**src/hdl/shim_bus_pkg.sv**
```systemverilog
/*
 * Bus types shared by the AFU shim blocks. It holds the AXI4-Lite channel
 * payloads on the host side and the request and response words that the
 * peers exchange with the memory arbiter. Compile it before any user.
 */

`default_nettype none

package shim_bus_pkg;

    // Data width of the host bus and of each memory word
    localparam int DATA_W = 32;

    // Host byte address width on the AXI4-Lite side
    localparam int ADDR_W = 16;

    // Word address width, sized for the largest bank
    localparam int MEM_AW = 8;

    // ==========================================================
    // AXI4-Lite channels, valid travels with the payload
    // ==========================================================

    typedef struct packed {
        logic              valid;
        logic [ADDR_W-1:0] addr;
    } axil_aw_t;

    typedef struct packed {
        logic              valid;
        logic [DATA_W-1:0] data;
    } axil_w_t;

    // The response code is always OKAY in this design
    typedef struct packed {
        logic       valid;
        logic [1:0] resp;
    } axil_b_t;

    typedef struct packed {
        logic              valid;
        logic [ADDR_W-1:0] addr;
    } axil_ar_t;

    typedef struct packed {
        logic              valid;
        logic [DATA_W-1:0] data;
        logic [1:0]        resp;
    } axil_r_t;

    // ==========================================================
    // Memory side of the arbiter
    // ==========================================================

    // A peer holds this word stable until grant comes back
    typedef struct packed {
        logic              valid;
        logic              write;
        logic [MEM_AW-1:0] addr;
        logic [DATA_W-1:0] wdata;
    } mem_req_t;

    // Grant is combinational, rvalid follows a read grant by one cycle
    typedef struct packed {
        logic              grant;
        logic              rvalid;
        logic [DATA_W-1:0] rdata;
    } mem_rsp_t;

endpackage

`default_nettype wire

```
**src/hdl/shim_ctrl_pkg.sv**
```systemverilog
/*
 * Control definitions of the AFU shim: the host register map, the fill
 * engine states and the command word that the MMIO slave hands to the
 * fill engine. Compile it after the bus package.
 */

`default_nettype none

package shim_ctrl_pkg;

    // Value returned by a read of REG_ID
    localparam logic [shim_bus_pkg::DATA_W-1:0] AFU_ID = 32'h5AF0_0001;

    // Any host address with this bit set falls into the memory window
    localparam int MEM_WIN_BIT = 12;

    // Byte offsets of the control registers
    typedef enum logic [shim_bus_pkg::ADDR_W-1:0] {
        REG_ID           = 16'h0000,
        REG_CTRL         = 16'h0008,
        REG_STATUS       = 16'h0010,
        REG_FILL_BASE    = 16'h0018,
        REG_FILL_LEN     = 16'h0020,
        REG_FILL_PATTERN = 16'h0028
    } reg_addr_e;

    // DONE is sticky and only a new start leaves it
    typedef enum logic [1:0] {
        IDLE,
        RUN,
        DONE
    } fill_state_e;

    // Start is a one cycle pulse, the rest mirrors the host registers
    typedef struct packed {
        logic                              start;
        logic [shim_bus_pkg::MEM_AW-1:0]   base;
        logic [shim_bus_pkg::MEM_AW-1:0]   len;
        logic [shim_bus_pkg::DATA_W-1:0]   pattern;
    } fill_cmd_t;

endpackage

`default_nettype wire

```
**src/hdl/fill_engine.sv**
```systemverilog
/*
 * Fill engine of the AFU shim. A start pulse latches base, length and
 * pattern, then one word per granted cycle is written with the pattern
 * plus its index. Busy is high while running and done stays set until
 * the next start.
 */

`default_nettype none

module fill_engine
#(
    parameter int MEM_WORDS = 256
)
(
    input  logic                     ccip_to_afu,
    input  logic                     rst_n,
    input  shim_ctrl_pkg::fill_cmd_t cmd,
    output logic                     busy,
    output logic                     done,
    output shim_bus_pkg::mem_req_t   mem_req,
    input  shim_bus_pkg::mem_rsp_t   mem_rsp
);
    import shim_bus_pkg::*;
    import shim_ctrl_pkg::*;

    fill_state_e       state_q;
    logic [MEM_AW-1:0] idx_q;
    logic [MEM_AW-1:0] base_q;
    logic [MEM_AW-1:0] len_q;
    logic [DATA_W-1:0] pattern_q;
    logic              last;

    // The word being offered is the final one of the range
    assign last = (idx_q == len_q - 1'b1);

    assign busy = (state_q == RUN);
    assign done = (state_q == DONE);

    // The request only moves on when the arbiter grants it
    always_comb
    begin
        mem_req.valid = (state_q == RUN);
        mem_req.write = 1'b1;
        mem_req.addr  = MEM_AW'((int'(base_q) + int'(idx_q)) % MEM_WORDS);
        mem_req.wdata = pattern_q + DATA_W'(idx_q);
    end

    always_ff @(posedge ccip_to_afu or negedge rst_n)
    begin
        if (!rst_n)
        begin
            state_q <= IDLE;
            idx_q   <= '0;
        end
        else
        begin
            case (state_q)
                // A zero length start completes at once
                IDLE, DONE:
                begin
                    if (cmd.start)
                    begin
                        idx_q <= '0;
                        if (cmd.len == '0)
                        begin
                            state_q <= DONE;
                        end
                        else
                        begin
                            state_q <= RUN;
                        end
                    end
                end
                // Starts are ignored here
                RUN:
                begin
                    if (mem_rsp.grant && last)
                    begin
                        state_q <= DONE;
                    end
                    else if (mem_rsp.grant)
                    begin
                        idx_q <= idx_q + 1'b1;
                    end
                end
                default: state_q <= IDLE;
            endcase
        end
    end

    // The command is captured once so host writes during a run do not leak in
    always_ff @(posedge ccip_to_afu)
    begin
        if (cmd.start && state_q != RUN)
        begin
            base_q    <= cmd.base;
            len_q     <= cmd.len;
            pattern_q <= cmd.pattern;
        end
    end

    // Grants for the engine only ever answer writes issued in RUN
    a_grant_in_run: assert property (@(posedge ccip_to_afu) disable iff (!rst_n)
        mem_rsp.grant |-> state_q == RUN);
    // The arbiter never steers read data here, since the engine never reads
    a_no_rvalid: assert property (@(posedge ccip_to_afu) disable iff (!rst_n)
        !mem_rsp.rvalid);

endmodule

`default_nettype wire

```
**config.mk**
```make
export PLATFORM = sky130hd
export DESIGN_NAME = fill_engine
export DESIGN_NICKNAME = d
export VERILOG_FILES = /design/src/hdl/shim_bus_pkg.sv /design/src/hdl/shim_ctrl_pkg.sv /design/src/hdl/fill_engine.sv
export SDC_FILE = /design/constraint.sdc
export NUM_CORES = 1
export LEC_CHECK = 0
export ABC_AREA = 1
export CELL_PAD_IN_SITES_DETAIL_PLACEMENT = 2
export CELL_PAD_IN_SITES_GLOBAL_PLACEMENT = 2
export CORE_ASPECT_RATIO = 0.75
export CORE_MARGIN = 4
export CORE_UTILIZATION = 39
export DETAILED_ROUTE_END_ITERATION = 7
export DONT_BUFFER_PORTS = 1
export PLACE_DENSITY_LB_ADDON = 0.08
export SYNTH_ARGS = -nofsm -noshare
export SYNTH_HDL_FRONTEND = slang
export SYNTH_SLANG_ARGS = --single-unit
```
**constraint.sdc**
```tcl
create_clock -name ccip_to_afu -period 7.9 [get_ports ccip_to_afu]
set_input_delay 0 -clock ccip_to_afu [delete_from_list [all_inputs] [get_ports ccip_to_afu]]
set_output_delay 0 -clock ccip_to_afu [all_outputs]
set_load 0.01 [all_outputs]
```
======== After elaboration in Yosys (flattened, before gate mapping) ========
Index checks and enable logic that the tools add are counted.
W data, S select, Z words.
operators by class
  $add $sub $neg .......................... 4
  equality and inequality tests ........... 8
  multiplexer cells ....................... 8
  reductions and logical operators ........ 8
operators with widths
  operator               count
  $add A32 B8 Y32        1
  $mux W8                3
  $pmux W8 S2            1
  $add A8 B1 Y8 const B  1
  $add A8 B8 Y8          1
  $eq A8 B8 Y1           1
  $logic_not A8 Y1       1
  $sub A8 B1 Y8 const B  1
  $mux W2                3
  $ne A2 B1 Y1 const B   3
  $ne A2 B2 Y1 const B   2
  $pmux W2 S2            1
  $reduce_and A4 Y1      1
  $eq A2 B1 Y1 const B   1
  $eq A2 B2 Y1 const B   1
  $logic_and A1 B1 Y1    2
  $logic_not A2 Y1       1
  $reduce_and A2 Y1      1
  $reduce_bool A2 Y1     1
  $reduce_or A2 Y1       1
storage, ports and cells
  bits in registers ....................... 58
  input bits .............................. 85
  output and inout port bits .............. 44
  word-level logic and storage cells ...... 33

======== Logic depth before layout (Yosys ltp) ========
  depth in word-level cells ............... 5
  mapped depth ............................ 14
  gate-level depth less buffers ........... 14

======== Worst setup path after synthesis ========
Ideal clock, no wire load.
  path type ............................... register to register
  start ................................... register state_q[0]
  end ..................................... register base_q[0] (enable)
  setup time .............................. 0.454 ns
  data arrival time ....................... 2.567 ns
  required time ........................... 7.446 ns
  slack ................................... 4.880 ns
  cell stages (with the launch flop) ...... 4
  buffers on the path ..................... 0
  clock period less this slack ............ 3.020 ns
  cells stage by stage .................... dfrtp_1 > inv_1 > nor2_2 > nor2_1
on the way
  word-level cells in the longest chain between the ends .. 2
RTL lines
  what                      line               RTL
  start: declaration        fill_engine.sv:26  fill_state_e state_q;
  start signal: assignment  fill_engine.sv:52  state_q <= IDLE;
  start signal: assignment  fill_engine.sv:66  state_q <= DONE;
  start signal: assignment  fill_engine.sv:70  state_q <= RUN;
  $ne A2 B1 Y1              fill_engine.sv:94  if (cmd.start && state_q != RUN)
  $logic_and A1 B1 Y1       fill_engine.sv:94
  end signal: assignment    fill_engine.sv:96  base_q <= cmd.base;
  end: declaration          fill_engine.sv:28  logic [MEM_AW-1:0] base_q;
No other way between the ends.
A chain may end at the register's enable or synchronous reset.

==> results.json <==
{
  "dieArea_um2": 11230,
  "globalRouteTotalUtil_pct": 24.29,
  "n_antenna_cell": 0,
  "hold_slack_ns": 0.05068,
  "layout.nets": 588,
  "whs_path_depth": 3,
  "p_leak_nw": 1.966,
  "ys_seq_area_share_pct": 45.28,
  "outcome": "complete, no violations",
  "syn_avg_cell_area_um2": 8.832,
  "cts.clk_slew.worst_paths_ns": 0.05,
  "finalSetupViolations": 0,
  "min_period_ns": 2.835,
  "synth_area_um2": 3736,
  "post-route-period-util_pct": 35.88,
  "ys_top_cells_by_area": "edfxtp_1 (39%), nand2_1 (11%), dfrtp_1 (6.7%)",
  "stdcell_count": 617,
  "syn_inst": 423,
  "die_h_um": 92.77,
  "cts_resized": 0,
  "grt_max_degree": 31,
  "post-cts-setup-buffers": 0,
  "ys.flop_type": "edfxtp_1",
  "place_hpwl_um": 8785,
  "synth_most_common_cell": "nand2_1",
  "viasPerCell": 5.211,
  "cts_made_buffers": 9,
  "critPathKind": "reg2out",
  "core_um2": 9196,
  "finalHoldViolCount": 0,
  "slew_headroom_pct": 60.96,
  "crit_arrival_ns": 2.83,
  "maxSlewViolCount": 0,
  "multi_input_area_um2": 1826,
  "ir_worst_vdd_v": 0.0001656,
  "max_cap_viol_count": 0,
  "route.detailed.drc": 0,
  "synth_edf_count": 48,
  "ioPinCount": 129,
  "vias": 3215,
  "clk_latency_ns": 0.33,
  "critPathRequiredTime_ns": 7.90,
  "drive_gt1_share_pct": 8.998,
  "area_delta_synth_final_pct": 26.62,
  "synth_common_cells": "nand2_1 (105), inv_1 (49), edfxtp_1 (48)",
  "yosysWarnings": 0,
  "worstRegToRegCells": 12,
  "post-place-cells": 549,
  "final-seq-area_um2": 1692,
  "fmax_mhz": 352.8,
  "grt_pass1_wl_um": 20610,
  "rsz0062_at_grt": "no",
  "row_count": 30,
  "p_per_area_nw_per_um2": 266.8,
  "clock_sinks": 58,
  "dr.pass1.iters": 4,
  "final.setup.tns_ns": 0,
  "worstSetupStartpointType": "flop",
  "async_flop_share_pct": 17.24,
  "overflow": 0,
  "hold_path_class": "in2reg",
  "yosys.area.top_type": "edfxtp_1",
  "drtAntennaViolNets": 0,
  "holdBufCountCts": 52,
  "initial_core_util_pct": 40.63,
  "drt_iter0_markers": 188,
  "finalClockSkew_ns": 0.005035,
  "ys_ff_latch": 58,
  "syn-num-nets": 527,
  "critPathCaptureType": "primary output",
  "h-tree-depth": 3,
  "wire_per_inst_um": 21.19,
  "synth_top_area_share_pct": 38.58,
  "die_x_um": 121.0,
  "cts_root_buffer": "clkbuf_16",
  "path_max_fanout": 8,
  "place_congestion": 0.8128,
  "fill_cells": 959,
  "grt_pass1_vias": 3640,
  "synth_cell_types": 34,
  "antenna_found_initial": 0,
  "worstMarginPinSlew_ns": 0.5842,
  "cts_tree": "done",
  "wl_um": 13080,
  "io_buffers": 0,
  "cts_max_path_buffers": 2
}
## cell usage in the layout (no fill, tap or decap), types with 5 or more instances in the layout
cell type      synthesis  layout
a21oi_1               13      13
clkbuf_16              0       9
dfrtp_1               10      10
dlygate4sd3_1          0      52
edfxtp_1              48      48
ha_1                  17      17
inv_1                 49      49
nand2_1              105     105
nand3_1               33      33
nand4_1                5       5
nor2_1                33      32
nor2_2                 7       7
nor3_1                11      11
nor4_1                 6       6
o21ai_0                5       5
xnor2_1               19      19
xor2_1                25      25
## where the power goes
| group | internal [W] | switching, W |
|---|---|---|
| logic | 0.000113 | 0.000263 |
| clock network | 0.000282 | 0.000139 |
| registers | 0.000409 | 0.0000551 |
## final timing paths
path,from,to,slack [ns]
max in group asynchronous,rst_n,idx_q[1],7.45
min reg2reg,state_q[0],state_q[1],0.61
max reg2reg,len_q[0],state_q[0],5.54
min,cmd[48],idx_q[7],0.05
max,idx_q[3],mem_req[10],5.07
min in group asynchronous,rst_n,idx_q[6],0.09
## final cells by class
cell class                 count  area share [%]
sequential                    58           35.76
clock inverter                 6           1.693
multi-input combinational    307           38.59
tap                          128           3.385
inverter                      55           4.364
timing repair buffer          53           11.16
clock buffer                  10           5.052
## sequential cells by signal, summed over array words and instances (netlist names)
register	count
base_q	8
idx_q	8
len_q	8
pattern_q	32
state_q	2
## logic make-up after synthesis
family	Yosys count	share of synthesized area, %
DFF	58	45.28
and+or+nand+nor	217	27.03
AOI/OAI and AO/OA	26	4.454
buffers and inverters	58	6.061
other	1	0.1004
xor gates and xnor gates	44	10.31
adders and majority gates	19	6.765
## metrics by stage
stage / total power (W) / area, um2 / util, % / setup slack (ns)
finish: 0.001262 / 4731 / 51.44 / 5.065
global route: 0.001337 / 4731 / 51.44 / 4.908
CTS: 0.001262 / 4731 / 51.44 / 5.116
detailed placement: 0.0008066 / 3891 / 42.31 / 5.493
global placement: 0.0007882 / 3891 / 42.31 / 5.566
floorplan: 0.0007131 / 3736 / - / 4.880
## per-layer routing
metal | GRT usage (%) | vias up | wire length [um]
met5 | 0 | - | 0
met4 | 4.811 | 0 | 85
met3 | 6.105 | 10 | 824
met2 | 41.29 | 95 | 6465
met1 | 31.46 | 1589 | 5699
li1 | - | 1521 | -
## critical path: stages, from the launching register on
cell and delay [ns]:
dfrtp_1 0.53, ha_1 0.51, a21oi_1 0.19, o21ai_0 0.24, a21oi_1 0.11, o21ai_1 0.43
nand2_1 0.14, xnor2_1 0.35
No activity file was read; power rests on OpenSTA's default activity.
