<file path="src/hdl/shim_bus_pkg.sv">
/*
 * Bus types shared by the AFU shim blocks. It holds the AXI4-Lite channel
 * payloads on the host side and the request and response words that the
 * peers exchange with the memory arbiter. Compile it before any user.
 */

`default_nettype none

package shim_bus_pkg;

    // Data width of the host bus and of each memory word
    localparam int DATA_W = 32;

    // Host byte address width on the AXI4-Lite side
    localparam int ADDR_W = 16;

    // Word address width, sized for the largest bank
    localparam int MEM_AW = 8;

    // ==========================================================
    // AXI4-Lite channels, valid travels with the payload
    // ==========================================================

    typedef struct packed {
        logic              valid;
        logic [ADDR_W-1:0] addr;
    } axil_aw_t;

    typedef struct packed {
        logic              valid;
        logic [DATA_W-1:0] data;
    } axil_w_t;

    // The response code is always OKAY in this design
    typedef struct packed {
        logic       valid;
        logic [1:0] resp;
    } axil_b_t;

    typedef struct packed {
        logic              valid;
        logic [ADDR_W-1:0] addr;
    } axil_ar_t;

    typedef struct packed {
        logic              valid;
        logic [DATA_W-1:0] data;
        logic [1:0]        resp;
    } axil_r_t;

    // ==========================================================
    // Memory side of the arbiter
    // ==========================================================

    // A peer holds this word stable until grant comes back
    typedef struct packed {
        logic              valid;
        logic              write;
        logic [MEM_AW-1:0] addr;
        logic [DATA_W-1:0] wdata;
    } mem_req_t;

    // Grant is combinational, rvalid follows a read grant by one cycle
    typedef struct packed {
        logic              grant;
        logic              rvalid;
        logic [DATA_W-1:0] rdata;
    } mem_rsp_t;

endpackage

`default_nettype wire

</file>
<file path="src/hdl/mem_arbiter.sv">
/*
 * Two way round robin arbiter in front of the local memory bank. The
 * peer that did not win last goes first when both ask. Read data comes
 * back one cycle after the grant and is flagged only to the reader.
 */

`default_nettype none

module mem_arbiter
(
    input  logic                                ccip_to_afu,
    input  logic                                rst_n,
    input  shim_bus_pkg::mem_req_t              host_req,
    output shim_bus_pkg::mem_rsp_t              host_rsp,
    input  shim_bus_pkg::mem_req_t              fill_req,
    output shim_bus_pkg::mem_rsp_t              fill_rsp,
    output shim_bus_pkg::mem_req_t              bank_req,
    input  logic [shim_bus_pkg::DATA_W-1:0]     bank_rdata
);
    import shim_bus_pkg::*;

    logic host_gnt;
    logic fill_gnt;
    // Set when the fill engine took the most recent grant
    logic last_fill_q;
    // A read is in the bank this cycle, and who issued it
    logic rd_pend_q;
    logic owner_fill_q;

    assign host_gnt = host_req.valid && (!fill_req.valid || last_fill_q);
    assign fill_gnt = fill_req.valid && (!host_req.valid || !last_fill_q);

    always_comb
    begin
        if (fill_gnt)
        begin
            bank_req = fill_req;
        end
        else
        begin
            bank_req = host_req;
        end
        bank_req.valid = host_gnt || fill_gnt;

        host_rsp.grant  = host_gnt;
        host_rsp.rvalid = rd_pend_q && !owner_fill_q;
        host_rsp.rdata  = bank_rdata;
        fill_rsp.grant  = fill_gnt;
        fill_rsp.rvalid = rd_pend_q && owner_fill_q;
        fill_rsp.rdata  = bank_rdata;
    end

    always_ff @(posedge ccip_to_afu or negedge rst_n)
    begin
        if (!rst_n)
        begin
            last_fill_q  <= 1'b0;
            rd_pend_q    <= 1'b0;
            owner_fill_q <= 1'b0;
        end
        else
        begin
            rd_pend_q <= bank_req.valid && !bank_req.write;
            if (bank_req.valid)
            begin
                last_fill_q  <= fill_gnt;
                owner_fill_q <= fill_gnt;
            end
        end
    end

    a_one_grant: assert property (@(posedge ccip_to_afu) disable iff (!rst_n)
        !(host_rsp.grant && fill_rsp.grant));

endmodule

`default_nettype wire

</file>
<file path="config.mk">
export PLATFORM = sky130hd
export DESIGN_NAME = mem_arbiter
export DESIGN_NICKNAME = d
export VERILOG_FILES = /design/src/hdl/shim_bus_pkg.sv /design/src/hdl/mem_arbiter.sv
export SDC_FILE = /design/constraint.sdc
export NUM_CORES = 1
export LEC_CHECK = 0
export BUFFER_PORTS_ARGS = -buffer_cell sky130_fd_sc_hd__buf_2
export CAP_MARGIN = 25
export CORE_AREA = 5 5 86 88
export CTS_CLUSTER_DIAMETER = 100
export DETAILED_ROUTE_END_ITERATION = 12
export DIE_AREA = 0 0 91 93
export SETUP_SLACK_MARGIN = 0.05
export SLEW_MARGIN = 20
export SYNTH_ARGS = -nofsm -noshare
export SYNTH_HDL_FRONTEND = slang
export SYNTH_SLANG_ARGS = --single-unit
</file>
<file path="constraint.sdc">
create_clock -name ccip_to_afu -period 2.4 [get_ports ccip_to_afu]
set_input_delay 0.48 -clock ccip_to_afu [delete_from_list [all_inputs] [get_ports ccip_to_afu]]
set_output_delay 0.48 -clock ccip_to_afu [all_outputs]
set_load 0.01 [all_outputs]
</file>
=== After elaboration in Yosys (flattened, before gate mapping) ===
Cells that the tools add are included.

* Output and inout port bits: 110
* Word-level logic and storage cells: 15
* Bits of input ports: 118
* Register bits: 2
* Memories: 0
* Bits in writable memories: 0
* Memory bits (read-only): 0
* Bits in latches: 0

* Muxes and demuxes: 1
* Multiply operators: 0
* Add/subtract/negate cells: 0
* Equal/unequal tests: 0
* $lt $le $gt $ge: 0
* Bitwise logic cells: 0
* Reductions and logical operators: 12
* Div/mod/pow operators: 0
* Shift operators: 0

{| class="wikitable"
|+ Operator list
! operator !! count
|-
| 41-bit 2-to-1 mux || 1
|-
| 1-bit logical AND || 5
|-
| 1-bit logical NOT || 4
|-
| 1-bit logical OR || 3
|}

=== Logic depth before layout (Yosys ltp) ===
Gate-level depths: netlist of the first run.

* Depth in word-level cells: 6
* Mapped depth: 3
* Mapped depth without buffers: 2

=== Worst setup path after synthesis of the first run ===
No wires, ideal clock.

* Kind: input port to output port
* Start: in fill_req[41] (netlist bit)
* End: out bank_req[13] (netlist bit)
* Buffers on the path: 1
* Cell stages on the path: 3
* Required time: 1,920 ps
* Arrival time: 1,307 ps
* Path slack: 613 ps
* Cell sequence: a21boi_4 clkbuf_8 mux2_2

{| class="wikitable"
|+ RTL lines
! item !! RTL line !! source
|-
| from (decl) || mem_arbiter.sv:15 || <nowiki>input shim_bus_pkg::mem_req_t fill_req,</nowiki>
|-
| to (decl) || mem_arbiter.sv:17 || <nowiki>output shim_bus_pkg::mem_req_t bank_req,</nowiki>
|}

==> results of run 1 <==
==> layout make-up <==
type | instances | area [sq um] | area share [%]
Sequential cell | 2 | 50.0 | 3.56
Clock buffer | 3 | 41.3 | 2.94
Timing Repair Buffer | 132 | 676 | 48.1
Inverter | 2 | 7.51 | 0.534
Multi-Input combinational cell | 50 | 531 | 37.8
Tap cell | 80 | 100 | 7.12
==> stage by stage <==
step	setup WS (ns)	std cells	total power (W)
6_report	0.329	269	0.000470
5_1_grt	0.268	269	0.000505
4_1_cts	0.321	269	0.000482
3_5_place_dp	0.355	266	0.000347
3_3_place_gp	0.377	266	0.000342
2_1_floorplan	0.613	124	0.000320
==> cells by family after synthesis <==
| kind of cell | Yosys count | synth area share (%) |
|---|---|---|
| buffers and inverters | 72 | 48.8 |
| multiplexers | 41 | 40.6 |
| AND/OR/NAND/NOR | 6 | 3.20 |
| AO/OA/AOI/OAI | 3 | 2.98 |
| flip-flops | 2 | 4.42 |
==> power groups by stage <==
stage | registers (W) | logic, W | clock network (W)
after detailed placement | 0.0000436 | 0.000304 | 0
final | 0.0000432 | 0.000298 | 0.000129
after CTS | 0.0000433 | 0.000305 | 0.000133
after global placement | 0.0000434 | 0.000299 | 0
after floorplan | 0.0000428 | 0.000277 | 0
after global routing | 0.0000445 | 0.000325 | 0.000135
==> synth_stat cells <==
master and number:
dfrtp_1 2, or2b_1 1, nor2b_1 1, inv_1 2, nor2_1 1, mux2i_1 1, clkbuf_8 2, and2_1 2
a21oi_1 1, a32o_1 1, buf_4 66, mux2_1 2, mux2_2 38, buf_6 2, a21boi_4 1, or2_2 1
==> worst max-delay path, delay by kind of cell (launching register included) <==
kind                   cells  cell delay [ns]
flip-flops                 1             0.43
buffers and inverters      2             0.37
multiplexers               1             0.37
AO/OA/AOI/OAI              1             0.17
==> placed cells by master, fill, tap and decap left out <==
cell type / count
a21boi_4: 1
a21oi_1: 1
a32o_1: 1
and2_1: 2
buf_12: 1
buf_2: 131
clkbuf_8: 3
dfrtp_1: 2
inv_1: 2
mux2_1: 2
mux2_2: 38
mux2i_1: 1
nor2_1: 1
nor2b_1: 1
or2_2: 1
or2b_1: 1
==> layer usage <==
metal  vias up  track usage, %  routed length, um
met5         -               0                  7
met4         2            2.69                 48
met3        10            5.55                736
met2        93            12.4               1720
met1       432            7.33               1110
li1        480               -                  -
==> sequential cells by signal, indices dropped and copies added (netlist names) <==
| register | flops |
|---|---|
| last_fill_q | 1 |
| rd_pend_q | 1 |
==> worst paths after layout <==
path                                     end  slack, ns  depth (start not counted)
min in group ccip_to_afu         last_fill_q       0.53                          2
worst max register to register     rd_pend_q       1.33                          3
worst max-delay path            bank_req[11]       0.33                          4
worst min-delay path               rd_pend_q       0.06                          1
max in group asynchronous        last_fill_q       2.24                          1
worst min register to register   last_fill_q       0.58                          1
==> results.json, run 1 <==
{
  "status": "finished, final reports clean",
  "cts_hold_buf": 0,
  "drive_gt1_share_pct": 92.6,
  "cp-start-kind": "flop",
  "placed_area_sq_mm": 0.00136,
  "dr.pass1.iters": 2,
  "power_frac_comb_pct": 63.4,
  "crit_fanout": 43,
  "clk_latency_ns": 0.21,
  "power_density_mw_per_mm2": 335,
  "port_buffers": 131,
  "cp_slowest_cell": "dfrtp_1",
  "drv_cap": 0,
  "internal-power_w": 0.000316,
  "antenna_left": 0,
  "dp.final_hpwl_mm": 3.29,
  "fp.dieH_um": 93,
  "dr.first_iter.drc_count": 6,
  "die_w_um": 91,
  "worst_pin_slew_ns": 0.227,
  "dieArea_sq_mm": 0.00846,
  "cts.repair.resized": 0,
  "seq_power_share_pct": 9.2,
  "coreArea_sq_mm": 0.00657,
  "avgSynthCellArea_sq_um": 9.14,
  "hp-class": "input pin to async pin",
  "vias": 1017,
  "antenna_found_initial": 1,
  "synth_cell_types": 16,
  "post_cts_buffers": 0,
  "grt_max_degree": 44,
  "gp_congestion": 0.672,
  "grt.total_usage_pct": 7.54,
  "whs_ns": 0.0589,
  "worstPathArrival_ns": 1.59,
  "seq_area_frac_synth_pct": 4.42,
  "netlist_area_sq_mm": 0.00113,
  "drv_slew": 0,
  "synth_seq_cells": 2,
  "swShare_pct": 32.8,
  "syn_inst": 124,
  "vias_per_cell": 3.78,
  "peakVddDrop_v": 0.000245,
  "htree_levels": 1,
  "nNetsFinal": 309,
  "r2r_start": "last_fill_q",
  "area_delta_synth_final_pct": 24.0,
  "yosysWarnings": 0,
  "slew_headroom_pct": 84.8,
  "cts_root_buf": "clkbuf_8",
  "final_hold_viol_count": 0,
  "worst-endpoint-required_ns": 1.92,
  "clkPwrFrac_pct": 27.4,
  "io_pins": 228,
  "grt_pass1_wl_mm": 5.23,
  "fin_util_pct": 21.4,
  "crit_chain": "a21boi_4 > buf_12 > mux2_2 > buf_2",
  "synth.area.top_cells": "buf_4 (44%), mux2_2 (38%), dfrtp_1 (4.4%), clkbuf_8 (2.4%), buf_6 (2.0%)",
  "crit_path_start": "last_fill_q",
  "nFillCells": 730,
  "synth_area_leader_cell": "buf_4",
  "slowest_delay_ns": 0.43,
  "cts_buffer_depth": 2,
  "route.detailed.wl_per_inst_um": 13.5,
  "drt-total-wl_mm": 3.63,
  "end_kind": "output pin",
  "fin_skew_ns": 0.00259,
  "fin_area_sq_mm": 0.00141,
  "synth_fp_nets": 242,
  "clkSlewWorstSetupHoldPaths_ns": 0.03,
  "rows": 30,
  "cts_tree": "done",
  "start_util_pct": 17.3,
  "tns_ns": 0,
  "antennaDiodeCount": 0,
  "finalSetupViolCount": 0,
  "first_global_vias": 1053,
  "fin_crit_ns": 2.07,
  "cts_inserted_buffers": 3,
  "path_class": "flop to output pin",
  "max_freq_mhz": 483,
  "switchingPower_w": 0.000154,
  "overflow": 0,
  "fin_crit_sh_pct": 86.3,
  "rsz0062_at_grt": "no",
  "p_leak_nw": 0.767,
  "cts.sinks": 2,
  "netlist.area_leader.share_pct": 43.7,
  "drc": 0
}
(Power assumes the default switching activity.)
==> run 2, diff against run 1 <==
Settings changed: CAP_MARGIN 25 to 20, CORE_AREA 5 5 86 88 to 10 10 81 83, PLACE_DENSITY set to 0.75.
Clock period 2.4 ns to 2.35 ns, I/O delays scaled along.
==> run 2 against run 1 <==
Utilization up 6.4 points. Via count down 2.1%. Sequential share of layout area about the same. Largest power group unchanged. Die area unchanged. Sequential cell count unchanged. Register-to-register slack worse by 0.06 ns. Critical path depth unchanged. Sequential power up 3%. Total power up 3.8%. First-iteration DRC count up 67%.
==> results.json, run 2 (synthesized netlist as in run 1, its figures left out) <==
{
  "vias": 996,
  "fin_util_pct": 27.8,
  "fin_skew_ns": 0.000752,
  "drt-total-wl_mm": 4.28,
  "antennaDiodeCount": 0,
  "worstPathArrival_ns": 1.61,
  "fin_crit_ns": 2.08,
  "slew_headroom_pct": 84.8,
  "hp-class": "input pin to async pin",
  "drive_gt1_share_pct": 92.6,
  "path_class": "flop to output pin",
  "p_leak_nw": 0.767,
  "dr.first_iter.drc_count": 10,
  "largestRegisters": "last_fill_q x1, rd_pend_q x1",
  "fp.dieH_um": 93,
  "cts_hold_buf": 0,
  "power_density_mw_per_mm2": 351,
  "htree_levels": 1,
  "cts_buffer_depth": 2,
  "dr.pass1.iters": 3,
  "drc": 0,
  "clk_latency_ns": 0.21,
  "crit_chain": "a21boi_4 > buf_12 > mux2_2 > buf_2",
  "dieArea_sq_mm": 0.00846,
  "worst-endpoint-required_ns": 1.88,
  "final_common_cell": "buf_2",
  "multi_input_area_sq_um": 531,
  "io_pins": 228,
  "area_delta_synth_final_pct": 22.8,
  "overflow": 0,
  "peakVddDrop_v": 0.000310,
  "cts_root_buf": "clkbuf_8",
  "end_kind": "output pin",
  "dp.final_hpwl_mm": 3.82,
  "nNetsFinal": 309,
  "port_buffers": 131,
  "crit_fanout": 43,
  "final_hold_viol_count": 0,
  "finalSetupViolCount": 0,
  "rsz0062_at_grt": "no",
  "drv_slew": 0,
  "route.detailed.wl_per_inst_um": 16.5,
  "first_global_vias": 1097,
  "final_cell_mix": "buf_2 (131), mux2_2 (38), clkbuf_8 (3)",
  "rows": 26,
  "worst_pin_slew_ns": 0.229,
  "clkSlewWorstSetupHoldPaths_ns": 0.03,
  "gp_congestion": 0.815,
  "status": "finished, final reports clean",
  "drv_cap": 0,
  "grt.total_usage_pct": 9.02,
  "cts.sinks": 2,
  "max_freq_mhz": 480,
  "grt_pass1_wl_mm": 6.30,
  "antenna_found_initial": 0,
  "cts_tree": "done",
  "post_cts_buffers": 0,
  "nFillCells": 571,
  "grt_max_degree": 44,
  "cp_slowest_cell": "dfrtp_1",
  "vias_per_cell": 3.85,
  "regArea_sq_um": 50.0,
  "cts_inserted_buffers": 3,
  "tns_ns": 0,
  "cts.repair.resized": 0,
  "die_w_um": 91,
  "antenna_left": 0,
  "fin_crit_sh_pct": 88.7,
  "coreArea_sq_mm": 0.00501,
  "cp-start-kind": "flop",
  "slowest_delay_ns": 0.44,
  "start_util_pct": 22.6
}
-- run 2: cell counts in the layout (fill, tap and decap cells not counted) --
Identical to the previous run, type by type.
-- run 2: metrics by stage --
step	hold WS [ns]	setup WS, ns	cells	instance area [sq um]	total power [W]
detailed placement	0.258	0.310	256	1350	0.000361
finish	0.0414	0.266	259	1390	0.000488
global placement	0.258	0.333	256	1350	0.000356
floorplan	0.174	0.583	124	1130	0.000327
CTS	0.0354	0.253	259	1390	0.000502
global route	0.0390	0.184	259	1390	0.000532
-- run 2: final timing paths --
kind,endpoint,from,slack (ns),cells after the start
max in group asynchronous,last_fill_q,rst_n,2.21,1
min in group ccip_to_afu,last_fill_q,host_req[41],0.52,2
setup reg to reg,rd_pend_q,last_fill_q,1.27,3
hold / removal,rd_pend_q,rst_n,0.04,1
hold reg to reg,last_fill_q,last_fill_q,0.59,1
setup / recovery,bank_req[2],last_fill_q,0.27,4
-- run 2: area by class of cell --
class,instances,area share (%)
Tap cell,70,6.29
Sequential cell,2,3.59
Multi-Input combinational cell,50,38.1
Timing Repair Buffer,132,48.5
Inverter,2,0.539
Clock buffer,3,2.96
-- run 2: metal layers --
layer	wire, um	global-route usage (%)
met4	77	3.92
met5	0	0
met1	1580	9.36
met2	2050	15.0
met3	571	4.80
-- run 2: worst max-delay path, delay by kind of cell (launching register included) --
kind	cells	cell delay, ns
flops	1	0.44
compound gates	1	0.18
mux	1	0.38
buf+inv	2	0.37
-- run 2: power by group --
part | leakage (nW) | switching (W) | total (W) | internal, W
clock | 0.0216 | 0.0000251 | 0.000133 | 0.000108
combinational | 0.722 | 0.000134 | 0.000310 | 0.000176
sequential | 0.0238 | 0.00000573 | 0.0000447 | 0.0000390
total | 0.767 | 0.000165 | 0.000488 | 0.000323
