## config.mk

```make
export PLATFORM = sky130hd
export DESIGN_NAME = mmio_slave
export DESIGN_NICKNAME = d
export VERILOG_FILES = /design/src/hdl/shim_bus_pkg.sv /design/src/hdl/shim_ctrl_pkg.sv /design/src/hdl/mmio_slave.sv
export SDC_FILE = /design/constraint.sdc
export NUM_CORES = 1
export LEC_CHECK = 0
export BUFFER_PORTS_ARGS = -buffer_cell sky130_fd_sc_hd__buf_2
export CAP_MARGIN = 20
export CORE_MARGIN = 2
export CORE_UTILIZATION = 51
export CTS_CLUSTER_SIZE = 10
export DETAILED_ROUTE_END_ITERATION = 8
export HOLD_SLACK_MARGIN = 0.05
export PLACE_DENSITY = 0.85
export SETUP_SLACK_MARGIN = 0.15
export SLEW_MARGIN = 20
export SYNTH_ARGS = -nofsm -noshare
export SYNTH_HDL_FRONTEND = slang
export SYNTH_SLANG_ARGS = --single-unit
```

## constraint.sdc

```tcl
create_clock -name ccip_to_afu -period 6.6 [get_ports ccip_to_afu]
set_input_delay 1.32 -clock ccip_to_afu [delete_from_list [all_inputs] [get_ports ccip_to_afu]]
set_output_delay 1.32 -clock ccip_to_afu [all_outputs]
set_load 0.005 [all_outputs]
```

## src/hdl/shim_bus_pkg.sv

```systemverilog
/*
 * Bus types shared by the AFU shim blocks. It holds the AXI4-Lite channel
 * payloads on the host side and the request and response words that the
 * peers exchange with the memory arbiter. Compile it before any user.
 */

`default_nettype none

package shim_bus_pkg;

    // Data width of the host bus and of each memory word
    localparam int DATA_W = 32;

    // Host byte address width on the AXI4-Lite side
    localparam int ADDR_W = 16;

    // Word address width, sized for the largest bank
    localparam int MEM_AW = 8;

    // ==========================================================
    // AXI4-Lite channels, valid travels with the payload
    // ==========================================================

    typedef struct packed {
        logic              valid;
        logic [ADDR_W-1:0] addr;
    } axil_aw_t;

    typedef struct packed {
        logic              valid;
        logic [DATA_W-1:0] data;
    } axil_w_t;

    // The response code is always OKAY in this design
    typedef struct packed {
        logic       valid;
        logic [1:0] resp;
    } axil_b_t;

    typedef struct packed {
        logic              valid;
        logic [ADDR_W-1:0] addr;
    } axil_ar_t;

    typedef struct packed {
        logic              valid;
        logic [DATA_W-1:0] data;
        logic [1:0]        resp;
    } axil_r_t;

    // ==========================================================
    // Memory side of the arbiter
    // ==========================================================

    // A peer holds this word stable until grant comes back
    typedef struct packed {
        logic              valid;
        logic              write;
        logic [MEM_AW-1:0] addr;
        logic [DATA_W-1:0] wdata;
    } mem_req_t;

    // Grant is combinational, rvalid follows a read grant by one cycle
    typedef struct packed {
        logic              grant;
        logic              rvalid;
        logic [DATA_W-1:0] rdata;
    } mem_rsp_t;

endpackage

`default_nettype wire

```

## src/hdl/shim_ctrl_pkg.sv

```systemverilog
/*
 * Control definitions of the AFU shim: the host register map, the fill
 * engine states and the command word that the MMIO slave hands to the
 * fill engine. Compile it after the bus package.
 */

`default_nettype none

package shim_ctrl_pkg;

    // Value returned by a read of REG_ID
    localparam logic [shim_bus_pkg::DATA_W-1:0] AFU_ID = 32'h5AF0_0001;

    // Any host address with this bit set falls into the memory window
    localparam int MEM_WIN_BIT = 12;

    // Byte offsets of the control registers
    typedef enum logic [shim_bus_pkg::ADDR_W-1:0] {
        REG_ID           = 16'h0000,
        REG_CTRL         = 16'h0008,
        REG_STATUS       = 16'h0010,
        REG_FILL_BASE    = 16'h0018,
        REG_FILL_LEN     = 16'h0020,
        REG_FILL_PATTERN = 16'h0028
    } reg_addr_e;

    // DONE is sticky and only a new start leaves it
    typedef enum logic [1:0] {
        IDLE,
        RUN,
        DONE
    } fill_state_e;

    // Start is a one cycle pulse, the rest mirrors the host registers
    typedef struct packed {
        logic                              start;
        logic [shim_bus_pkg::MEM_AW-1:0]   base;
        logic [shim_bus_pkg::MEM_AW-1:0]   len;
        logic [shim_bus_pkg::DATA_W-1:0]   pattern;
    } fill_cmd_t;

endpackage

`default_nettype wire

```

## src/hdl/mmio_slave.sv

```systemverilog
/*
 * AXI4-Lite slave of the AFU shim. Register accesses are answered one
 * cycle after acceptance. Accesses with the window bit set become
 * requests to the memory arbiter and finish once granted, or for reads
 * once the read data has come back.
 */

`default_nettype none

module mmio_slave
#(
    parameter int MEM_WORDS = 256
)
(
    input  logic                     ccip_to_afu,
    input  logic                     rst_n,
    input  shim_bus_pkg::axil_aw_t   s_aw,
    output logic                     s_awready,
    input  shim_bus_pkg::axil_w_t    s_w,
    output logic                     s_wready,
    output shim_bus_pkg::axil_b_t    s_b,
    input  logic                     s_bready,
    input  shim_bus_pkg::axil_ar_t   s_ar,
    output logic                     s_arready,
    output shim_bus_pkg::axil_r_t    s_r,
    input  logic                     s_rready,
    output shim_ctrl_pkg::fill_cmd_t fill_cmd,
    input  logic                     fill_busy,
    input  logic                     fill_done,
    output shim_bus_pkg::mem_req_t   mem_req,
    input  shim_bus_pkg::mem_rsp_t   mem_rsp
);
    import shim_bus_pkg::*;
    import shim_ctrl_pkg::*;

    // Progress of a memory window access
    typedef enum logic [1:0] {
        SL_IDLE,
        SL_MEM_WR,
        SL_MEM_RD,
        SL_RD_WAIT
    } sl_state_e;

    sl_state_e         state_q;
    logic              idle;
    logic              wr_go;
    logic              rd_go;
    logic              bvalid_q;
    logic              rvalid_q;
    logic [DATA_W-1:0] rdata_q;
    logic              req_valid_q;
    logic              req_write_q;
    logic [MEM_AW-1:0] req_addr_q;
    logic [DATA_W-1:0] req_wdata_q;
    logic              start_q;
    logic [MEM_AW-1:0] base_q;
    logic [MEM_AW-1:0] len_q;
    logic [DATA_W-1:0] pattern_q;
    logic [DATA_W-1:0] reg_rdata;

    // Word index of a window byte address, wrapped to the bank depth
    function automatic logic [MEM_AW-1:0] word_of(input logic [ADDR_W-1:0] addr);
        return MEM_AW'(int'(addr[MEM_AW+1:2]) % MEM_WORDS);
    endfunction

    // ==========================================================
    // Handshake
    // ==========================================================

    // Nothing new is taken while a response waits for the host
    assign idle  = (state_q == SL_IDLE) && !bvalid_q && !rvalid_q;
    // A write needs AW and W together, and wins over a read
    assign wr_go = idle && s_aw.valid && s_w.valid;
    assign rd_go = idle && !wr_go && s_ar.valid;

    assign s_awready = wr_go;
    assign s_wready  = wr_go;
    assign s_arready = rd_go;

    always_comb
    begin
        s_b.valid     = bvalid_q;
        s_b.resp      = 2'b00;
        s_r.valid     = rvalid_q;
        s_r.data      = rdata_q;
        s_r.resp      = 2'b00;
        mem_req.valid = req_valid_q;
        mem_req.write = req_write_q;
        mem_req.addr  = req_addr_q;
        mem_req.wdata = req_wdata_q;
        fill_cmd.start   = start_q;
        fill_cmd.base    = base_q;
        fill_cmd.len     = len_q;
        fill_cmd.pattern = pattern_q;
    end

    // Register read mux, unmapped offsets read as zero
    always_comb
    begin
        case (reg_addr_e'(s_ar.addr))
            REG_ID:           reg_rdata = AFU_ID;
            REG_STATUS:       reg_rdata = DATA_W'({fill_done, fill_busy});
            REG_FILL_BASE:    reg_rdata = DATA_W'(base_q);
            REG_FILL_LEN:     reg_rdata = DATA_W'(len_q);
            REG_FILL_PATTERN: reg_rdata = pattern_q;
            default:          reg_rdata = '0;
        endcase
    end

    // ==========================================================
    // Control state and registers
    // ==========================================================

    always_ff @(posedge ccip_to_afu or negedge rst_n)
    begin
        if (!rst_n)
        begin
            state_q     <= SL_IDLE;
            bvalid_q    <= 1'b0;
            rvalid_q    <= 1'b0;
            req_valid_q <= 1'b0;
            start_q     <= 1'b0;
            base_q      <= '0;
            len_q       <= '0;
            pattern_q   <= '0;
        end
        else
        begin
            start_q <= 1'b0;
            if (bvalid_q && s_bready)
            begin
                bvalid_q <= 1'b0;
            end
            if (rvalid_q && s_rready)
            begin
                rvalid_q <= 1'b0;
            end
            case (state_q)
                SL_IDLE:
                begin
                    if (wr_go && s_aw.addr[MEM_WIN_BIT])
                    begin
                        state_q     <= SL_MEM_WR;
                        req_valid_q <= 1'b1;
                    end
                    else if (wr_go)
                    begin
                        bvalid_q <= 1'b1;
                        case (reg_addr_e'(s_aw.addr))
                            REG_CTRL:         start_q   <= s_w.data[0];
                            REG_FILL_BASE:    base_q    <= s_w.data[MEM_AW-1:0];
                            REG_FILL_LEN:     len_q     <= s_w.data[MEM_AW-1:0];
                            REG_FILL_PATTERN: pattern_q <= s_w.data;
                            default:          ;
                        endcase
                    end
                    else if (rd_go && s_ar.addr[MEM_WIN_BIT])
                    begin
                        state_q     <= SL_MEM_RD;
                        req_valid_q <= 1'b1;
                    end
                    else if (rd_go)
                    begin
                        rvalid_q <= 1'b1;
                    end
                end
                // The write lands in the bank in the grant cycle
                SL_MEM_WR:
                begin
                    if (mem_rsp.grant)
                    begin
                        req_valid_q <= 1'b0;
                        bvalid_q    <= 1'b1;
                        state_q     <= SL_IDLE;
                    end
                end
                SL_MEM_RD:
                begin
                    if (mem_rsp.grant)
                    begin
                        req_valid_q <= 1'b0;
                        state_q     <= SL_RD_WAIT;
                    end
                end
                SL_RD_WAIT:
                begin
                    if (mem_rsp.rvalid)
                    begin
                        rvalid_q <= 1'b1;
                        state_q  <= SL_IDLE;
                    end
                end
                default: state_q <= SL_IDLE;
            endcase
        end
    end

    // Request and response payload
    always_ff @(posedge ccip_to_afu)
    begin
        if (wr_go)
        begin
            req_write_q <= 1'b1;
            req_addr_q  <= word_of(s_aw.addr);
            req_wdata_q <= s_w.data;
        end
        else if (rd_go)
        begin
            req_write_q <= 1'b0;
            req_addr_q  <= word_of(s_ar.addr);
        end
        if (rd_go && !s_ar.addr[MEM_WIN_BIT])
        begin
            rdata_q <= reg_rdata;
        end
        else if (state_q == SL_RD_WAIT && mem_rsp.rvalid)
        begin
            rdata_q <= mem_rsp.rdata;
        end
    end

    // Responses hold under back-pressure, and read data holds with them
    a_b_held: assert property (@(posedge ccip_to_afu) disable iff (!rst_n)
        s_b.valid && !s_bready |=> s_b.valid);
    a_r_held: assert property (@(posedge ccip_to_afu) disable iff (!rst_n)
        s_r.valid && !s_rready |=> s_r.valid && $stable(s_r.data));

    // No memory traffic from the host side while the host stalls a response
    a_no_req_stalled: assert property (@(posedge ccip_to_afu) disable iff (!rst_n)
        mem_req.valid |-> !s_b.valid && !s_r.valid);

endmodule

`default_nettype wire

```

# After elaboration in Yosys (flattened, before gate mapping)

Cells that the tools add are included.

Bits in registers: 127
Input bits: 107
Word-level logic and storage cells: 90

Equal/unequal tests: 17
Mux-type cells: 33
Bitwise gates (word level): 1
Reduce and logical (&&, ||, !) cells: 27

Operator list:

| kind                  | count |
|---|---|
| $pmux W32 S5          | 1 |
| $eq A16 B6 Y1 const B | 4 |
| $mux W32              | 2 |
| $eq A16 B5 Y1 const B | 3 |
| $mux W1               | 18 |
| $eq A16 B4 Y1 const B | 1 |
| $logic_not A16 Y1     | 1 |
| $mux W8               | 2 |
| $reduce_and A4 Y1     | 4 |
| $logic_and A1 B1 Y1   | 12 |
| $mux W2               | 6 |
| $pmux W2 S4           | 1 |
| $ne A2 B2 Y1 const B  | 3 |
| $pmux W1 S2           | 3 |
| $reduce_bool A2 Y1    | 3 |
| $reduce_and A5 Y1     | 1 |
| $eq A2 B2 Y1 const B  | 2 |
| $logic_not A1 Y1      | 4 |
| $ne A3 B1 Y1 const B  | 1 |
| $ne A3 B2 Y1 const B  | 1 |
| $eq A2 B1 Y1 const B  | 1 |
| $logic_not A2 Y1      | 1 |
| $ne A2 B1 Y1 const B  | 1 |
| $reduce_or A2 Y1      | 1 |
| $not A1 Y1            | 1 |

# Logic depth before layout (Yosys ltp)

Depth after elaboration: 13
Gate-level depth with buffers: 9
Gate-level depth less buffers: 7

# Least setup slack after synthesis

Ideal clock, no wire load.

Kind: input port to output port
Start point: in s_w[32] in the netlist's numbering
End point: out s_wready
Arrival: 3.096 ns
Required time: 5.280 ns
Setup slack: 2.184 ns
Stages on the path: 4
Buffers on the path: 2
Cell sequence: nand2_1 > nor2_1 > clkbuf_1 > buf_4

Word-level cells in the longest chain between the ends: 1

Ends and longest elaborated chain:

| item                | line             | text |
|---|---|---|
| start: declaration  | mmio_slave.sv:19 | `input shim_bus_pkg::axil_w_t s_w,` |
| $logic_and A1 B1 Y1 | mmio_slave.sv:73 | `assign wr_go = idle && s_aw.valid && s_w.valid;` |
| end: declaration    | mmio_slave.sv:20 | `output logic s_wready,` |

No other way between the ends.

# Worst setup path in the final report

Start point: reg state_q[0]
End point: out s_awready

Word-level cells in the longest chain between the ends: 5

Ends and longest elaborated chain:

| item                              | line              | text |
|---|---|---|
| start: declaration                | mmio_slave.sv:44  | `sl_state_e state_q;` |
| start signal: assignment          | mmio_slave.sv:118 | `state_q <= SL_IDLE;` |
| start signal: assignment          | mmio_slave.sv:143 | `state_q <= SL_MEM_WR;` |
| start signal: assignment          | mmio_slave.sv:159 | `state_q <= SL_MEM_RD;` |
| $logic_not A2 Y1                  | mmio_slave.sv:71  | `assign idle = (state_q == SL_IDLE) && !bvalid_q && !rvalid_q;` |
| $logic_and A1 B1 Y1 (2 in series) | mmio_slave.sv:71  |  |
| $logic_and A1 B1 Y1 (2 in series) | mmio_slave.sv:73  |  |
| end: declaration                  | mmio_slave.sv:18  | `output logic s_awready,` |

No other way between the ends.

==> flow_metrics.py <==
metrics = {
    "timing": {
        "hold_violations": 0,
        "finClkSkew_ns": 0.00587,
        "relSlewSlack_pct": 45.5,
        "slew_viol_final": 0,
        "setup_viol": 0,
        "fmax_mhz": 257,
        "fin_tns_setup_ns": 0,
        "period_share_pct": 59.1,
        "fin_crit_ns": 3.90,
        "setup_slack_ns": 2.70,
        "rsz0062_at_grt": "false",
        "worst_pin_slew_ns": 0.817,
    },
    "global_route": {
        "grt_usage_pct": 26.8,
        "grt_remaining_overflow": 0,
        "grt_pass1_wl_microns": 22800,
        "grt_pass1_vias": 4198,
        "antenna_found_initial": 2,
        "grt_start_max_net_pins": 55,
    },
    "power_and_ir_drop": {
        "switching_share_pct": 25.5,
        "pwr-share-clk_pct": 41.6,
        "power_frac_comb_pct": 15.7,
        "max-vdd-ir-drop_v": 0.000172,
        "p_int_mw": 1.73,
        "leakage_nw": 3.59,
        "power_density_mw_per_mm2": 318,
        "pwr-share-seq_pct": 42.7,
        "switchingPower_mw": 0.592,
    },
    "setup_path": {
        "slowest_delay_ns": 0.62,
        "crit_chain": "inv_1 > ha_1 > or3b_4 > nor2_4 > buf_2",
        "crit_slowest_cell": "nor2_4",
        "reg2reg_to": "len_q[5]",
        "worstSetupPathType": "register to primary output",
        "rr_worst_depth": 7,
        "cp_data_required_time_ns": 5.28,
        "crit_fanout": 24,
        "cp-end-kind": "primary output",
        "cp_data_arrival_time_ns": 2.58,
        "critPathLaunchType": "register",
        "r2r_slack_ns": 3.28,
        "r2r_start": "state_q[0]",
    },
    "layout": {
        "final_common_cell": "buf_2",
        "nFillCells": 719,
        "fin_area_sq_mm": 0.00731,
        "syn2layout_area_growth_pct": 34.2,
        "nets": 738,
        "drive_above_1_share_pct": 50.7,
        "final_cell_mix": "234 x buf_2, 72 x edfxtp_1, 55 x nand2_1, 54 x dfrtp_1, 36 x o21ai_0",
        "instances_no_fill": 777,
    },
    "clock_tree": {
        "ctsHoldBuffers": 0,
        "cts_buffers": 17,
        "clockBufferDepth": 2,
        "clock_sinks": 127,
        "post_cts_buffers": 0,
        "cts.repair.resized": 0,
        "insertion_delay_ns": 0.52,
        "cts_tree": "built",
        "path_clk_slew_ns": 0.06,
        "root_buffer": "clkbuf_8",
        "h-tree-depth": 4,
    },
    "synthesis": {
        "avgSynthCellArea_sq_um": 14.0,
        "async_flop_share_pct": 42.5,
        "synth_cell_types": 45,
        "synth_ff_type": "edfxtp_1",
        "synth_area_sq_mm": 0.00544,
        "synth_cells": 390,
        "synth-seq-area-share_pct": 64.9,
        "synth_seq_cells": 127,
        "yosysWarnings": 0,
        "synth_edf_count": 72,
    },
    "floorplan": {
        "row_count": 37,
        "dieArea_sq_mm": 0.0115,
        "io_pins": 239,
        "coreArea_sq_mm": 0.0103,
        "die_w_microns": 107,
        "initial_core_util_pct": 52.7,
        "die_y_microns": 107,
    },
    "flow_run": {
        "drv_cap": 0,
    },
    "place": {
        "hpwlAfterDp_microns": 10600,
        "placed_cells": 743,
        "pre_cts_slack_ns": 2.50,
        "numPortBuffers": 234,
        "postPlaceCellArea_sq_mm": 0.00668,
        "gp_congestion": 0.876,
    },
    "detailed_routing": {
        "wl_per_cell_microns": 19.4,
        "drt_iter0_drc": 294,
        "wl_microns": 15100,
        "postRouteAntennaNets": 0,
        "dr_total_vias": 4211,
        "firstDrtPassIters": 4,
        "drc": 0,
        "vias_per_cell": 5.42,
    },
    "min_path": {
        "hold_path.class": "register to register",
        "min_from": "req_write_q",
        "hold_path_depth": 1,
        "min_to": "req_write_q",
    },
    "outcome": {
        "status": "finished, final reports clean",
    },
}
## metal layers
| layer | part of all wire [%] | routed length, microns | GRT usage (%) |
|---|---|---|---|
| met1 | 39 | 5920 | 33.0 |
| met2 | 52 | 7830 | 46.0 |
| met3 | 6.9 | 1040 | 5.21 |
| met4 | 2.0 | 298 | 11.5 |
| met5 | 0 | 0 | 0 |
## cell families after synthesis
| kind of cell | share of synthesized area (%) |
|---|---|
| other | 0.0689 |
| and+or+nand+nor | 8.39 |
| muxes | 13.8 |
| adders and majority gates | 1.15 |
| DFF | 64.9 |
| AOI/OAI and AO/OA | 8.27 |
| buffers and inverters | 3.38 |
## final cells by class
class	count	area (sq um)	area share [%]
Antenna cell	2	5.00	0.0685
Clock buffer	18	428	5.86
Clock inverter	14	189	2.59
Inverter	8	30.0	0.411
Multi-Input combinational cell	234	1750	24.0
Sequential cell	127	3530	48.4
Tap cell	136	170	2.33
Timing Repair Buffer	238	1200	16.4
## power groups by stage
| stage | clock network, mW | logic [mW] | registers [mW] |
|---|---|---|---|
| after CTS | 0.976 | 0.367 | 0.992 |
| after global routing | 1.02 | 0.404 | 0.999 |
| final | 0.967 | 0.365 | 0.992 |
| after floorplan | 0 | 0.187 | 1.01 |
| after detailed placement | 0 | 0.365 | 1.01 |
| after global placement | 0 | 0.352 | 1.00 |
## through the flow
step	total power [mW]	utilization [%]	hold WS, ns
after CTS	2.33	70.7	0.461
after floorplan	1.20	-	0.428
final	2.32	70.8	0.458
after detailed placement	1.37	64.7	0.448
after global placement	1.35	64.7	0.431
after global routing	2.42	70.8	0.480
## synthesized netlist by cell type, types with 5 or more instances
cell,instances,area (sq um)
mux2_2,19,214
dfrtp_1,54,1350
mux2_1,7,78.8
inv_1,8,30.0
edfxtp_1,72,2160
buf_4,11,82.6
a22o_1,6,52.6
clkbuf_1,9,33.8
mux2_4,30,450
a21oi_1,11,55.1
o21ai_0,36,180
nor2_1,12,45.0
ha_1,5,62.6
a32oi_1,6,52.6
nand2_1,55,206
## sequential cells by signal (all words and copies together), names as in the netlist
name,count
req_write_q,1
pattern_q,32
start_q,1
bvalid_q,1
req_wdata_q,32
len_q,8
rvalid_q,1
base_q,8
rdata_q,32
req_valid_q,1
state_q,2
req_addr_q,8
## worst max-delay path by stage
stage                    start       endpoint  slack, ns  depth (start not counted)
finish              state_q[0]      s_awready       2.70                          5
global route        state_q[0]      s_awready       2.54                          5
CTS                 state_q[0]      s_awready       2.67                          5
detailed placement    s_aw[11]  pattern_q[26]       2.50                          6
global placement      s_aw[11]  pattern_q[11]       2.56                          6
floorplan              s_w[32]       s_wready       2.18                          4
## critical path, delay by kind of cell, from the launching register on
family | cells | cell delay [ns]
AND/OR/NAND/NOR | 2 | 1.05
adder cells (fa/ha/maj) | 1 | 0.21
buffers and inverters | 2 | 0.39
flip-flops | 1 | 0.41
No activity file was read; power rests on OpenSTA's default activity.
